`config.mk`:
```
export PLATFORM = sky130hd
export DESIGN_NAME = soc_periph
export DESIGN_NICKNAME = d
export VERILOG_FILES = /design/src/source/soc_periph_pkg.sv /design/src/source/apb_gpio.sv /design/src/source/apb_pnp.sv /design/src/source/apb_slot_decoder.sv /design/src/source/irq_ctrl.sv /design/src/source/soc_periph.sv
export SDC_FILE = /design/constraint.sdc
export NUM_CORES = 1
export LEC_CHECK = 0
export BUFFER_PORTS_ARGS = -buffer_cell sky130_fd_sc_hd__buf_2
export CAP_MARGIN = 40
export CORE_MARGIN = 1
export CORE_UTILIZATION = 30
export DETAILED_ROUTE_END_ITERATION = 12
export PLACE_DENSITY = 0.53
export SLEW_MARGIN = 20
export SYNTH_ARGS = -nofsm -noshare
export SYNTH_HDL_FRONTEND = slang
export SYNTH_SLANG_ARGS = --single-unit
```
`constraint.sdc`:
```
create_clock -name i_sys_clk -period 5.8 [get_ports i_sys_clk]
set_input_delay 0.29 -clock i_sys_clk [delete_from_list [all_inputs] [get_ports i_sys_clk]]
set_output_delay 0.29 -clock i_sys_clk [all_outputs]
set_load 0.1 [all_outputs]
```
`src/source/soc_periph_pkg.sv`:
```
// Shared APB widths, slot map, register offsets and identification constants
`default_nettype none

package soc_periph_pkg;

  //////////////////////////////
  // APB bus widths
  //////////////////////////////
  localparam int APB_ADDR_W = 12;
  localparam int APB_DATA_W = 32;
  // Slot index sits in the top address bits
  localparam int SLOT_W = 2;
  // Byte offset inside one slot
  localparam int SLOT_OFF_W = APB_ADDR_W - SLOT_W;

  // Slot map, slot 3 is left unmapped
  localparam logic [SLOT_W-1:0] SLOT_GPIO = 2'd0;
  localparam logic [SLOT_W-1:0] SLOT_IRQ  = 2'd1;
  localparam logic [SLOT_W-1:0] SLOT_PNP  = 2'd2;
  localparam int SLOT_TOTAL = 3;

  //////////////////////////////
  // Register offsets
  //////////////////////////////
  // GPIO controller
  localparam logic [SLOT_OFF_W-1:0] GPIO_DIR      = 10'h000;
  localparam logic [SLOT_OFF_W-1:0] GPIO_OUT      = 10'h004;
  localparam logic [SLOT_OFF_W-1:0] GPIO_IN       = 10'h008;
  localparam logic [SLOT_OFF_W-1:0] GPIO_IRQ_MASK = 10'h00C;

  // Interrupt controller
  localparam logic [SLOT_OFF_W-1:0] IRQ_PENDING = 10'h000;
  localparam logic [SLOT_OFF_W-1:0] IRQ_ENABLE  = 10'h004;
  localparam logic [SLOT_OFF_W-1:0] IRQ_CLAIM   = 10'h008;

  // Plug-and-play words, device ids follow DEV_BASE one word per slot
  localparam logic [SLOT_OFF_W-1:0] PNP_HWID     = 10'h000;
  localparam logic [SLOT_OFF_W-1:0] PNP_CONFIG   = 10'h004;
  localparam logic [SLOT_OFF_W-1:0] PNP_DEV_BASE = 10'h008;

  //////////////////////////////
  // Identification
  //////////////////////////////
  localparam logic [APB_DATA_W-1:0] HW_ID = 32'h2022_1126;
  localparam logic [15:0] DEV_ID_GPIO = 16'h0060;
  localparam logic [15:0] DEV_ID_IRQ  = 16'h0071;
  localparam logic [15:0] DEV_ID_PNP  = 16'h0089;

  // GPIO width used when the top level is not overridden
  localparam int GPIO_WIDTH_DEFAULT = 12;

endpackage

`default_nettype wire

```
`src/source/apb_gpio.sv`:
```
// APB GPIO controller with input synchronizer and rising-edge interrupts
`default_nettype none

module apb_gpio #(
  parameter int GPIO_WIDTH = soc_periph_pkg::GPIO_WIDTH_DEFAULT
)
(
  input wire i_sys_clk,
  input wire i_arst_n,
  // Slot bus
  input wire i_sel,
  input wire i_penable,
  input wire i_pwrite,
  input wire [soc_periph_pkg::SLOT_OFF_W-1:0] i_addr,
  input wire [soc_periph_pkg::APB_DATA_W-1:0] i_wdata,
  output logic [soc_periph_pkg::APB_DATA_W-1:0] o_rdata,
  output logic o_err,
  // Pins
  input wire [GPIO_WIDTH-1:0] i_gpio,
  output logic [GPIO_WIDTH-1:0] o_gpio,
  output logic [GPIO_WIDTH-1:0] o_gpio_dir,
  // One-cycle pulse per bit
  output logic [GPIO_WIDTH-1:0] o_irq
);

  logic [GPIO_WIDTH-1:0] mask_q;
  logic [GPIO_WIDTH-1:0] sync1_q;
  logic [GPIO_WIDTH-1:0] sync2_q;
  logic [GPIO_WIDTH-1:0] prev_q;
  logic wr_en;
  logic off_ok;

  assign wr_en = i_sel & i_penable & i_pwrite;

  //////////////////////////////
  // Register read and decode
  //////////////////////////////
  always_comb
  begin
    o_rdata = '0;
    off_ok = 1'b1;
    case (i_addr)
      soc_periph_pkg::GPIO_DIR:      o_rdata[GPIO_WIDTH-1:0] = o_gpio_dir;
      soc_periph_pkg::GPIO_OUT:      o_rdata[GPIO_WIDTH-1:0] = o_gpio;
      // Synchronized pin value, not the raw input
      soc_periph_pkg::GPIO_IN:       o_rdata[GPIO_WIDTH-1:0] = sync2_q;
      soc_periph_pkg::GPIO_IRQ_MASK: o_rdata[GPIO_WIDTH-1:0] = mask_q;
      default:                       off_ok = 1'b0;
    endcase
  end

  assign o_err = i_sel & i_penable & ~off_ok;

  // Register writes land on the completing edge
  always_ff @(posedge i_sys_clk or negedge i_arst_n)
  begin
    if (!i_arst_n)
    begin
      o_gpio_dir <= '0;
      o_gpio <= '0;
      mask_q <= '0;
    end
    else if (wr_en)
    begin
      case (i_addr)
        soc_periph_pkg::GPIO_DIR:      o_gpio_dir <= i_wdata[GPIO_WIDTH-1:0];
        soc_periph_pkg::GPIO_OUT:      o_gpio <= i_wdata[GPIO_WIDTH-1:0];
        soc_periph_pkg::GPIO_IRQ_MASK: mask_q <= i_wdata[GPIO_WIDTH-1:0];
        // GPIO_IN is read-only
        default: ;
      endcase
    end
  end

  //////////////////////////////
  // Input path
  //////////////////////////////
  // Two flops for metastability, a third keeps the previous sample
  always_ff @(posedge i_sys_clk or negedge i_arst_n)
  begin
    if (!i_arst_n)
    begin
      sync1_q <= '0;
      sync2_q <= '0;
      prev_q <= '0;
      o_irq <= '0;
    end
    else
    begin
      sync1_q <= i_gpio;
      sync2_q <= sync1_q;
      prev_q <= sync2_q;
      // Rising edge on a masked bit
      o_irq <= sync2_q & ~prev_q & mask_q;
    end
  end

endmodule

`default_nettype wire

```
`src/source/apb_pnp.sv`:
```
// Plug-and-play block with read-only identification and configuration words
`default_nettype none

module apb_pnp #(
  parameter int GPIO_WIDTH = soc_periph_pkg::GPIO_WIDTH_DEFAULT
)
(
  input wire i_sel,
  input wire i_penable,
  input wire i_pwrite,
  input wire [soc_periph_pkg::SLOT_OFF_W-1:0] i_addr,
  output logic [soc_periph_pkg::APB_DATA_W-1:0] o_rdata,
  output logic o_err
);

  localparam int CFG_SLOTS = soc_periph_pkg::SLOT_TOTAL;

  // Slot count in the low byte, GPIO width above it
  localparam logic [7:0] CFG_SLOTS_B = CFG_SLOTS[7:0];
  localparam logic [7:0] CFG_GPIO_B = GPIO_WIDTH[7:0];

  // Device id words, one per slot starting at DEV_BASE
  localparam logic [soc_periph_pkg::SLOT_OFF_W-1:0] DEV_GPIO_OFF =
      soc_periph_pkg::PNP_DEV_BASE + 10'(4 * soc_periph_pkg::SLOT_GPIO);
  localparam logic [soc_periph_pkg::SLOT_OFF_W-1:0] DEV_IRQ_OFF =
      soc_periph_pkg::PNP_DEV_BASE + 10'(4 * soc_periph_pkg::SLOT_IRQ);
  localparam logic [soc_periph_pkg::SLOT_OFF_W-1:0] DEV_PNP_OFF =
      soc_periph_pkg::PNP_DEV_BASE + 10'(4 * soc_periph_pkg::SLOT_PNP);

  logic off_ok;

  //////////////////////////////
  // Word lookup
  //////////////////////////////
  always_comb
  begin
    o_rdata = '0;
    off_ok = 1'b1;
    case (i_addr)
      soc_periph_pkg::PNP_HWID:   o_rdata = soc_periph_pkg::HW_ID;
      soc_periph_pkg::PNP_CONFIG: o_rdata[15:0] = {CFG_GPIO_B, CFG_SLOTS_B};
      DEV_GPIO_OFF:               o_rdata[15:0] = soc_periph_pkg::DEV_ID_GPIO;
      DEV_IRQ_OFF:                o_rdata[15:0] = soc_periph_pkg::DEV_ID_IRQ;
      DEV_PNP_OFF:                o_rdata[15:0] = soc_periph_pkg::DEV_ID_PNP;
      default:                    off_ok = 1'b0;
    endcase
    // Read-only block, writes get zero data
    if (i_pwrite)
    begin
      o_rdata = '0;
    end
  end

  // Any write, or a read outside the table, is an error
  assign o_err = i_sel & i_penable & (i_pwrite | ~off_ok);

endmodule

`default_nettype wire

```
`src/source/apb_slot_decoder.sv`:
```
// APB slot decoder with slave selects, read data mux and unmapped slot error
`default_nettype none

module apb_slot_decoder
(
  input wire i_psel,
  input wire i_penable,
  input wire [soc_periph_pkg::APB_ADDR_W-1:0] i_paddr,
  // One-hot slave selects
  output logic o_gpio_sel,
  output logic o_irq_sel,
  output logic o_pnp_sel,
  // Slave responses
  input wire [soc_periph_pkg::APB_DATA_W-1:0] i_gpio_rdata,
  input wire i_gpio_err,
  input wire [soc_periph_pkg::APB_DATA_W-1:0] i_irq_rdata,
  input wire i_irq_err,
  input wire [soc_periph_pkg::APB_DATA_W-1:0] i_pnp_rdata,
  input wire i_pnp_err,
  // Response back to the master
  output logic [soc_periph_pkg::APB_DATA_W-1:0] o_prdata,
  output logic o_pready,
  output logic o_pslverr
);

  logic [soc_periph_pkg::SLOT_W-1:0] slot;
  logic slot_err;

  // Slot number from the top address bits
  assign slot = i_paddr[soc_periph_pkg::APB_ADDR_W-1 -: soc_periph_pkg::SLOT_W];

  assign o_gpio_sel = i_psel & (slot == soc_periph_pkg::SLOT_GPIO);
  assign o_irq_sel  = i_psel & (slot == soc_periph_pkg::SLOT_IRQ);
  assign o_pnp_sel  = i_psel & (slot == soc_periph_pkg::SLOT_PNP);

  // No slave stalls, so every access cycle completes
  assign o_pready = i_psel & i_penable;

  //////////////////////////////
  // Response mux
  //////////////////////////////
  always_comb
  begin
    o_prdata = '0;
    slot_err = 1'b0;
    case (slot)
      soc_periph_pkg::SLOT_GPIO:
      begin
        o_prdata = i_gpio_rdata;
        slot_err = i_gpio_err;
      end
      soc_periph_pkg::SLOT_IRQ:
      begin
        o_prdata = i_irq_rdata;
        slot_err = i_irq_err;
      end
      soc_periph_pkg::SLOT_PNP:
      begin
        o_prdata = i_pnp_rdata;
        slot_err = i_pnp_err;
      end
      // Unmapped slot answers with zero data and an error
      default: slot_err = 1'b1;
    endcase
  end

  assign o_pslverr = o_pready & slot_err;

endmodule

`default_nettype wire

```
`src/source/irq_ctrl.sv`:
```
// Reduced PLIC with pending, enable and claim registers over GPIO requests
`default_nettype none

module irq_ctrl #(
  parameter int GPIO_WIDTH = soc_periph_pkg::GPIO_WIDTH_DEFAULT
)
(
  input wire i_sys_clk,
  input wire i_arst_n,
  // Slot bus
  input wire i_sel,
  input wire i_penable,
  input wire i_pwrite,
  input wire [soc_periph_pkg::SLOT_OFF_W-1:0] i_addr,
  input wire [soc_periph_pkg::APB_DATA_W-1:0] i_wdata,
  output logic [soc_periph_pkg::APB_DATA_W-1:0] o_rdata,
  output logic o_err,
  // Request pulses from the GPIO block
  input wire [GPIO_WIDTH-1:0] i_irq_request,
  output logic o_irq
);

  logic [GPIO_WIDTH-1:0] pending_q;
  logic [GPIO_WIDTH-1:0] enable_q;
  logic [GPIO_WIDTH-1:0] active;
  logic [GPIO_WIDTH-1:0] claim_mask;
  logic [GPIO_WIDTH-1:0] clr_mask;
  logic [soc_periph_pkg::APB_DATA_W-1:0] claim_id;
  logic access;
  logic off_ok;
  logic claim_rd;

  assign access = i_sel & i_penable;
  assign active = pending_q & enable_q;
  assign o_irq = |active;

  //////////////////////////////
  // Claim selection
  //////////////////////////////
  // Walk down so the lowest active index wins, id is index plus one
  always_comb
  begin
    claim_mask = '0;
    claim_id = '0;
    for (int i = GPIO_WIDTH - 1; i >= 0; i--)
    begin
      if (active[i])
      begin
        claim_mask = '0;
        claim_mask[i] = 1'b1;
        claim_id = soc_periph_pkg::APB_DATA_W'(i + 1);
      end
    end
  end

  // Register read and decode
  always_comb
  begin
    o_rdata = '0;
    off_ok = 1'b1;
    case (i_addr)
      soc_periph_pkg::IRQ_PENDING: o_rdata[GPIO_WIDTH-1:0] = pending_q;
      soc_periph_pkg::IRQ_ENABLE:  o_rdata[GPIO_WIDTH-1:0] = enable_q;
      soc_periph_pkg::IRQ_CLAIM:   o_rdata = claim_id;
      default:                     off_ok = 1'b0;
    endcase
  end

  assign o_err = access & ~off_ok;
  assign claim_rd = access & ~i_pwrite & (i_addr == soc_periph_pkg::IRQ_CLAIM);

  // Bits dropped this cycle, by write-1-to-clear or by a claim
  always_comb
  begin
    clr_mask = '0;
    if (access && i_pwrite && (i_addr == soc_periph_pkg::IRQ_PENDING))
    begin
      clr_mask = i_wdata[GPIO_WIDTH-1:0];
    end
    if (claim_rd)
    begin
      clr_mask = clr_mask | claim_mask;
    end
  end

  //////////////////////////////
  // State
  //////////////////////////////
  always_ff @(posedge i_sys_clk or negedge i_arst_n)
  begin
    if (!i_arst_n)
    begin
      pending_q <= '0;
      enable_q <= '0;
    end
    else
    begin
      // A new request is never lost to a clear in the same cycle
      pending_q <= (pending_q & ~clr_mask) | i_irq_request;
      if (access && i_pwrite && (i_addr == soc_periph_pkg::IRQ_ENABLE))
      begin
        enable_q <= i_wdata[GPIO_WIDTH-1:0];
      end
    end
  end

endmodule

`default_nettype wire

```
`src/source/soc_periph.sv`:
```
// Peripheral subsystem top with APB decoder, GPIO, interrupt controller and PnP
`default_nettype none

module soc_periph #(
  parameter int GPIO_WIDTH = soc_periph_pkg::GPIO_WIDTH_DEFAULT
)
(
  input wire i_sys_clk,
  input wire i_arst_n,
  // APB slave port
  input wire i_psel,
  input wire i_penable,
  input wire i_pwrite,
  input wire [soc_periph_pkg::APB_ADDR_W-1:0] i_paddr,
  input wire [soc_periph_pkg::APB_DATA_W-1:0] i_pwdata,
  output logic [soc_periph_pkg::APB_DATA_W-1:0] o_prdata,
  output logic o_pready,
  output logic o_pslverr,
  // GPIO pins
  input wire [GPIO_WIDTH-1:0] i_gpio,
  output logic [GPIO_WIDTH-1:0] o_gpio,
  output logic [GPIO_WIDTH-1:0] o_gpio_dir,
  // Interrupt to the CPU
  output logic o_irq
);

  logic gpio_sel;
  logic irq_sel;
  logic pnp_sel;
  logic [soc_periph_pkg::APB_DATA_W-1:0] gpio_rdata;
  logic [soc_periph_pkg::APB_DATA_W-1:0] irq_rdata;
  logic [soc_periph_pkg::APB_DATA_W-1:0] pnp_rdata;
  logic gpio_err;
  logic irq_err;
  logic pnp_err;
  logic [GPIO_WIDTH-1:0] gpio_irq;

  //////////////////////////////
  // Slot decoder
  //////////////////////////////
  apb_slot_decoder u_dec (
    .i_psel(i_psel),
    .i_penable(i_penable),
    .i_paddr(i_paddr),
    .o_gpio_sel(gpio_sel),
    .o_irq_sel(irq_sel),
    .o_pnp_sel(pnp_sel),
    .i_gpio_rdata(gpio_rdata),
    .i_gpio_err(gpio_err),
    .i_irq_rdata(irq_rdata),
    .i_irq_err(irq_err),
    .i_pnp_rdata(pnp_rdata),
    .i_pnp_err(pnp_err),
    .o_prdata(o_prdata),
    .o_pready(o_pready),
    .o_pslverr(o_pslverr)
  );

  // Slot 0, GPIO
  apb_gpio #(
    .GPIO_WIDTH(GPIO_WIDTH)
  ) u_gpio (
    .i_sys_clk(i_sys_clk),
    .i_arst_n(i_arst_n),
    .i_sel(gpio_sel),
    .i_penable(i_penable),
    .i_pwrite(i_pwrite),
    .i_addr(i_paddr[soc_periph_pkg::SLOT_OFF_W-1:0]),
    .i_wdata(i_pwdata),
    .o_rdata(gpio_rdata),
    .o_err(gpio_err),
    .i_gpio(i_gpio),
    .o_gpio(o_gpio),
    .o_gpio_dir(o_gpio_dir),
    .o_irq(gpio_irq)
  );

  // Slot 1, interrupt controller fed by the GPIO edge pulses
  irq_ctrl #(
    .GPIO_WIDTH(GPIO_WIDTH)
  ) u_irq (
    .i_sys_clk(i_sys_clk),
    .i_arst_n(i_arst_n),
    .i_sel(irq_sel),
    .i_penable(i_penable),
    .i_pwrite(i_pwrite),
    .i_addr(i_paddr[soc_periph_pkg::SLOT_OFF_W-1:0]),
    .i_wdata(i_pwdata),
    .o_rdata(irq_rdata),
    .o_err(irq_err),
    .i_irq_request(gpio_irq),
    .o_irq(o_irq)
  );

  // Slot 2, plug-and-play words
  apb_pnp #(
    .GPIO_WIDTH(GPIO_WIDTH)
  ) u_pnp (
    .i_sel(pnp_sel),
    .i_penable(i_penable),
    .i_pwrite(i_pwrite),
    .i_addr(i_paddr[soc_periph_pkg::SLOT_OFF_W-1:0]),
    .o_rdata(pnp_rdata),
    .o_err(pnp_err)
  );

endmodule

`default_nettype wire

```
==> out/results.txt <==
The logs give 282 for the number of violations reported at the end of detailed-routing iteration 0 and 0 for the antenna diode instance count. CTS placed an instance of clkbuf_16 at the clock tree root. Post-CTS clock slew at the launch and capture registers of the worst setup and hold paths: 0.07 ns. Setup violations remaining at the end of the flow were counted as 0.

Static timing analysis puts the maximum clock frequency at 0.318 GHz. The worst path arrival time came out at 2.85 ns. After detailed routing, the total wire length is 13800 um. By count the netlist is led by dfrtp_1, mux2_1, nand2_1, nand3_1, nor2_1. Height of the die: 131 um. The number of different library cells used by synthesis comes to 58.

The worst hold path belongs to the class in2reg. The number of primary I/O pins was 120. The buffers inserted during post-CTS setup optimization is 0, and the largest driver fanout on the critical path is 12. Max-slew violation count: 0. Sorting the synthesized cells by area gives the leading types as dfrtp_1, mux2_1, mux4_2.

The run gives 3 as the maximum level of the CTS H-tree. The final critical path takes up 54.2% of the cycle. For this design the ratio of total power to cell area is 251 nW/um^2. The slew of the pin with the lowest slew margin came out at 0.760 ns.

The clock passes through at most 2 buffers. The Yosys step of the flow raised 0 warnings. Setup repair after global routing left no endpoint under its margin. The cell accounting for the most synthesized area is dfrtp_1. The setup TNS came out at 0 ns. The first-pass detailed-route iteration total was 5. In this run the critical register-to-register path is captured at u_irq.pending_q[11]$_DFF_PN0_.

Row generation in the floorplan step produced 46 rows. The number of antenna violations at the first check in global routing is 0, and the wire length per cell is 19.4 um. In the final design database the tool counted 554 nets. Worst clock skew on the final layout: 0.00749 ns.

TritonCTS built the clock tree. After global routing the overflow that remains totals 0. The depth of the worst hold-timing path works out to 1.

STA classifies the critical path endpoint as an output port. The logs give 0 for the final hold violation count and 1 for the number of buffers inserted for hold repair after clock tree synthesis. For this block, the via count after detailed routing is 3757. Termination of the worst setup path: o_prdata[3].

Category of the worst setup path launch point: a primary input. Averaged over all synthesized cells, the footprint is 12.2 um^2. The critical path launch point is i_paddr[11]. The mapped netlist covers 4990 um^2. The peak ir drop on the vdd network was 0.000146 V. The tools report the total number of clock tree sinks as 108.

At the worst endpoint, the required time is 5.51 ns. Quantity of gates resized following cts: 0. The classification of the worst setup path was in2out. Using the TritonRoute via totals, the vias-per-cell ratio works out to 5.27.

In the final layout, the share of cells above drive strength 1 is 27.8%. Measured on the finished design, the core utilization comes to 36.9%. The count of port buffers added during placement was 83.

The area growth from synthesis to layout is 18.7%. The via count of the first global-routing pass was 3712; the leakage power figure was 2.81 nW. The start of the worst register-to-register path is u_irq.pending_q[2]$_DFF_PN0_. The most used flip-flop cell after synthesis is dfrtp_1. The flow ran to the end, and the final reports show no timing, DRC or antenna violations. Global routing used 17.1% of the available tracks across all layers. For this run, design rule violations remaining after detail routing come to 0.

The post-layout minimum cycle time was 3.14 ns; the clock network latency to the later pin of the worst-skew pair was 0.36 ns. Sequential cells were found to cover 54.1% of the synthesized design area. OpenSTA, run right after detailed placement, puts the worst setup slack at 2.68 ns. The detail route stage leaves a number of antenna-violating nets equal to 0.

For the worst flop-to-flop path, the logic depth is 5. The number of enable flip-flop cells after synthesis is 0, and the largest net degree at the start of global routing is 71. The relative slew slack is 48.9%. In this run, CTS created clock tree buffers numbering 9. The initial utilization of the core area, before any placement, comes to 31.1%. The setup slack of the most critical reg-to-reg path was 3.44 ns.

The first global-routing pass estimated 21400 um of wire. The worst path meets setup with 2.66 ns of slack. Flip-flop and latch count after synthesis: 108.

The congestion estimate from routability-driven global placement came to 0.863. After synthesis, the share of flip-flops with an asynchronous set or reset is 100%. Max-cap violations in this run came to 0.

Among all cell types in the netlist, the one instantiated most often is dfrtp_1. The top cell type by area accounts for 54.1% of the synthesized area. The detailed-placement wirelength estimate came out at 9790 um. The floorplan step defined a core boundary enclosing 16100 um^2. Counting every instance in the synthesized netlist gives 409. The die covers 17200 um^2. The die is 131 um wide.
per-layer routing:
layer	track usage [%]	share of wire, %	vias to the layer above
met5	0	0	-
met2	26.4	46	163
met3	4.11	5.9	25
met1	23.9	46	1894
met4	4.53	1.5	0
li1	-	-	1675
metrics by stage:
| stage | power (mW) | hold WS, ns | area, um^2 | instances |
|---|---|---|---|---|
| floorplan | 0.876 | -0.00559 | 5050 | 424 |
| global placement | 0.916 | 0.283 | 5560 | 691 |
| detailed placement | 0.919 | 0.297 | 5610 | 695 |
| CTS | 1.50 | 0.0222 | 5900 | 711 |
| global route | 1.55 | 0.0162 | 5930 | 713 |
| finish | 1.49 | 0.0358 | 5930 | 713 |
where the power goes:
group          internal [mW]  switching, mW  total, mW
clock network          0.301          0.280      0.582
logic                 0.0282          0.105      0.134
registers              0.766        0.00668      0.773
total                   1.10          0.392       1.49
worst min-delay path by stage:
stage	from	endpoint	slack, ns
6_report	i_gpio[6]	u_gpio.sync1_q[6]$_DFF_PN0_	0.04
5_1_grt	i_gpio[9]	u_gpio.sync1_q[9]$_DFF_PN0_	0.02
3_3_place_gp	i_arst_n	u_gpio.sync1_q[9]$_DFF_PN0_	0.28
4_1_cts	i_gpio[6]	u_gpio.sync1_q[6]$_DFF_PN0_	0.02
2_1_floorplan	i_arst_n	u_gpio.mask_q[0]$_DFFE_PN0P_	-0.006
3_5_place_dp	i_arst_n	u_gpio.sync1_q[9]$_DFF_PN0_	0.30
area by class of cell:
cell class              instances  area [um^2]
clock buffers                  10          239
well taps                     216          270
repair buffers                 92          518
fillers                      1600        10100
inverters                       4         15.0
clock inverters                 5         36.3
flip-flops and latches        108         2700
multi-input cells             278         2150
placed cells by master (no fill, tap or decap), types with 9 or more instances in the layout:
cell type  count
nor2_1        21
conb_1        16
a31o_1        12
buf_2         83
nand2_1       32
mux2_2        10
dfrtp_1      108
clkbuf_16      9
mux2i_1       16
mux2_1        39
nand3_1       21
critical path, stage by stage:
cell,delay (ns)
buf_2,0.22
nor3b_2,0.63
nand2_1,0.34
nor4b_2,0.64
or4_1,0.27
buf_2,0.44
kinds of logic (layout without fill, tap and decap cells):
logic type / count (synthesis) / count (layout) / share of synthesized area, %
AND/OR/NAND/NOR: 132 / 132 / 14.4
buffers and inverters: 38 / 111 / 4.48
flip-flops: 108 / 108 / 54.1
AO/OA/AOI/OAI: 57 / 57 / 9.12
other: 1 / 16 / 0.0751
multiplexers: 73 / 73 / 17.9
registers in the layout, indices dropped and copies added (netlist names):
register           cells
u_gpio.sync2_q        12
u_gpio.o_gpio_dir     12
u_irq.enable_q        12
u_gpio.prev_q         12
u_gpio.o_irq          12
u_irq.pending_q       12
u_gpio.o_gpio         12
u_gpio.sync1_q        12
u_gpio.mask_q         12
Note: power is estimated with default switching activity, not from simulation.
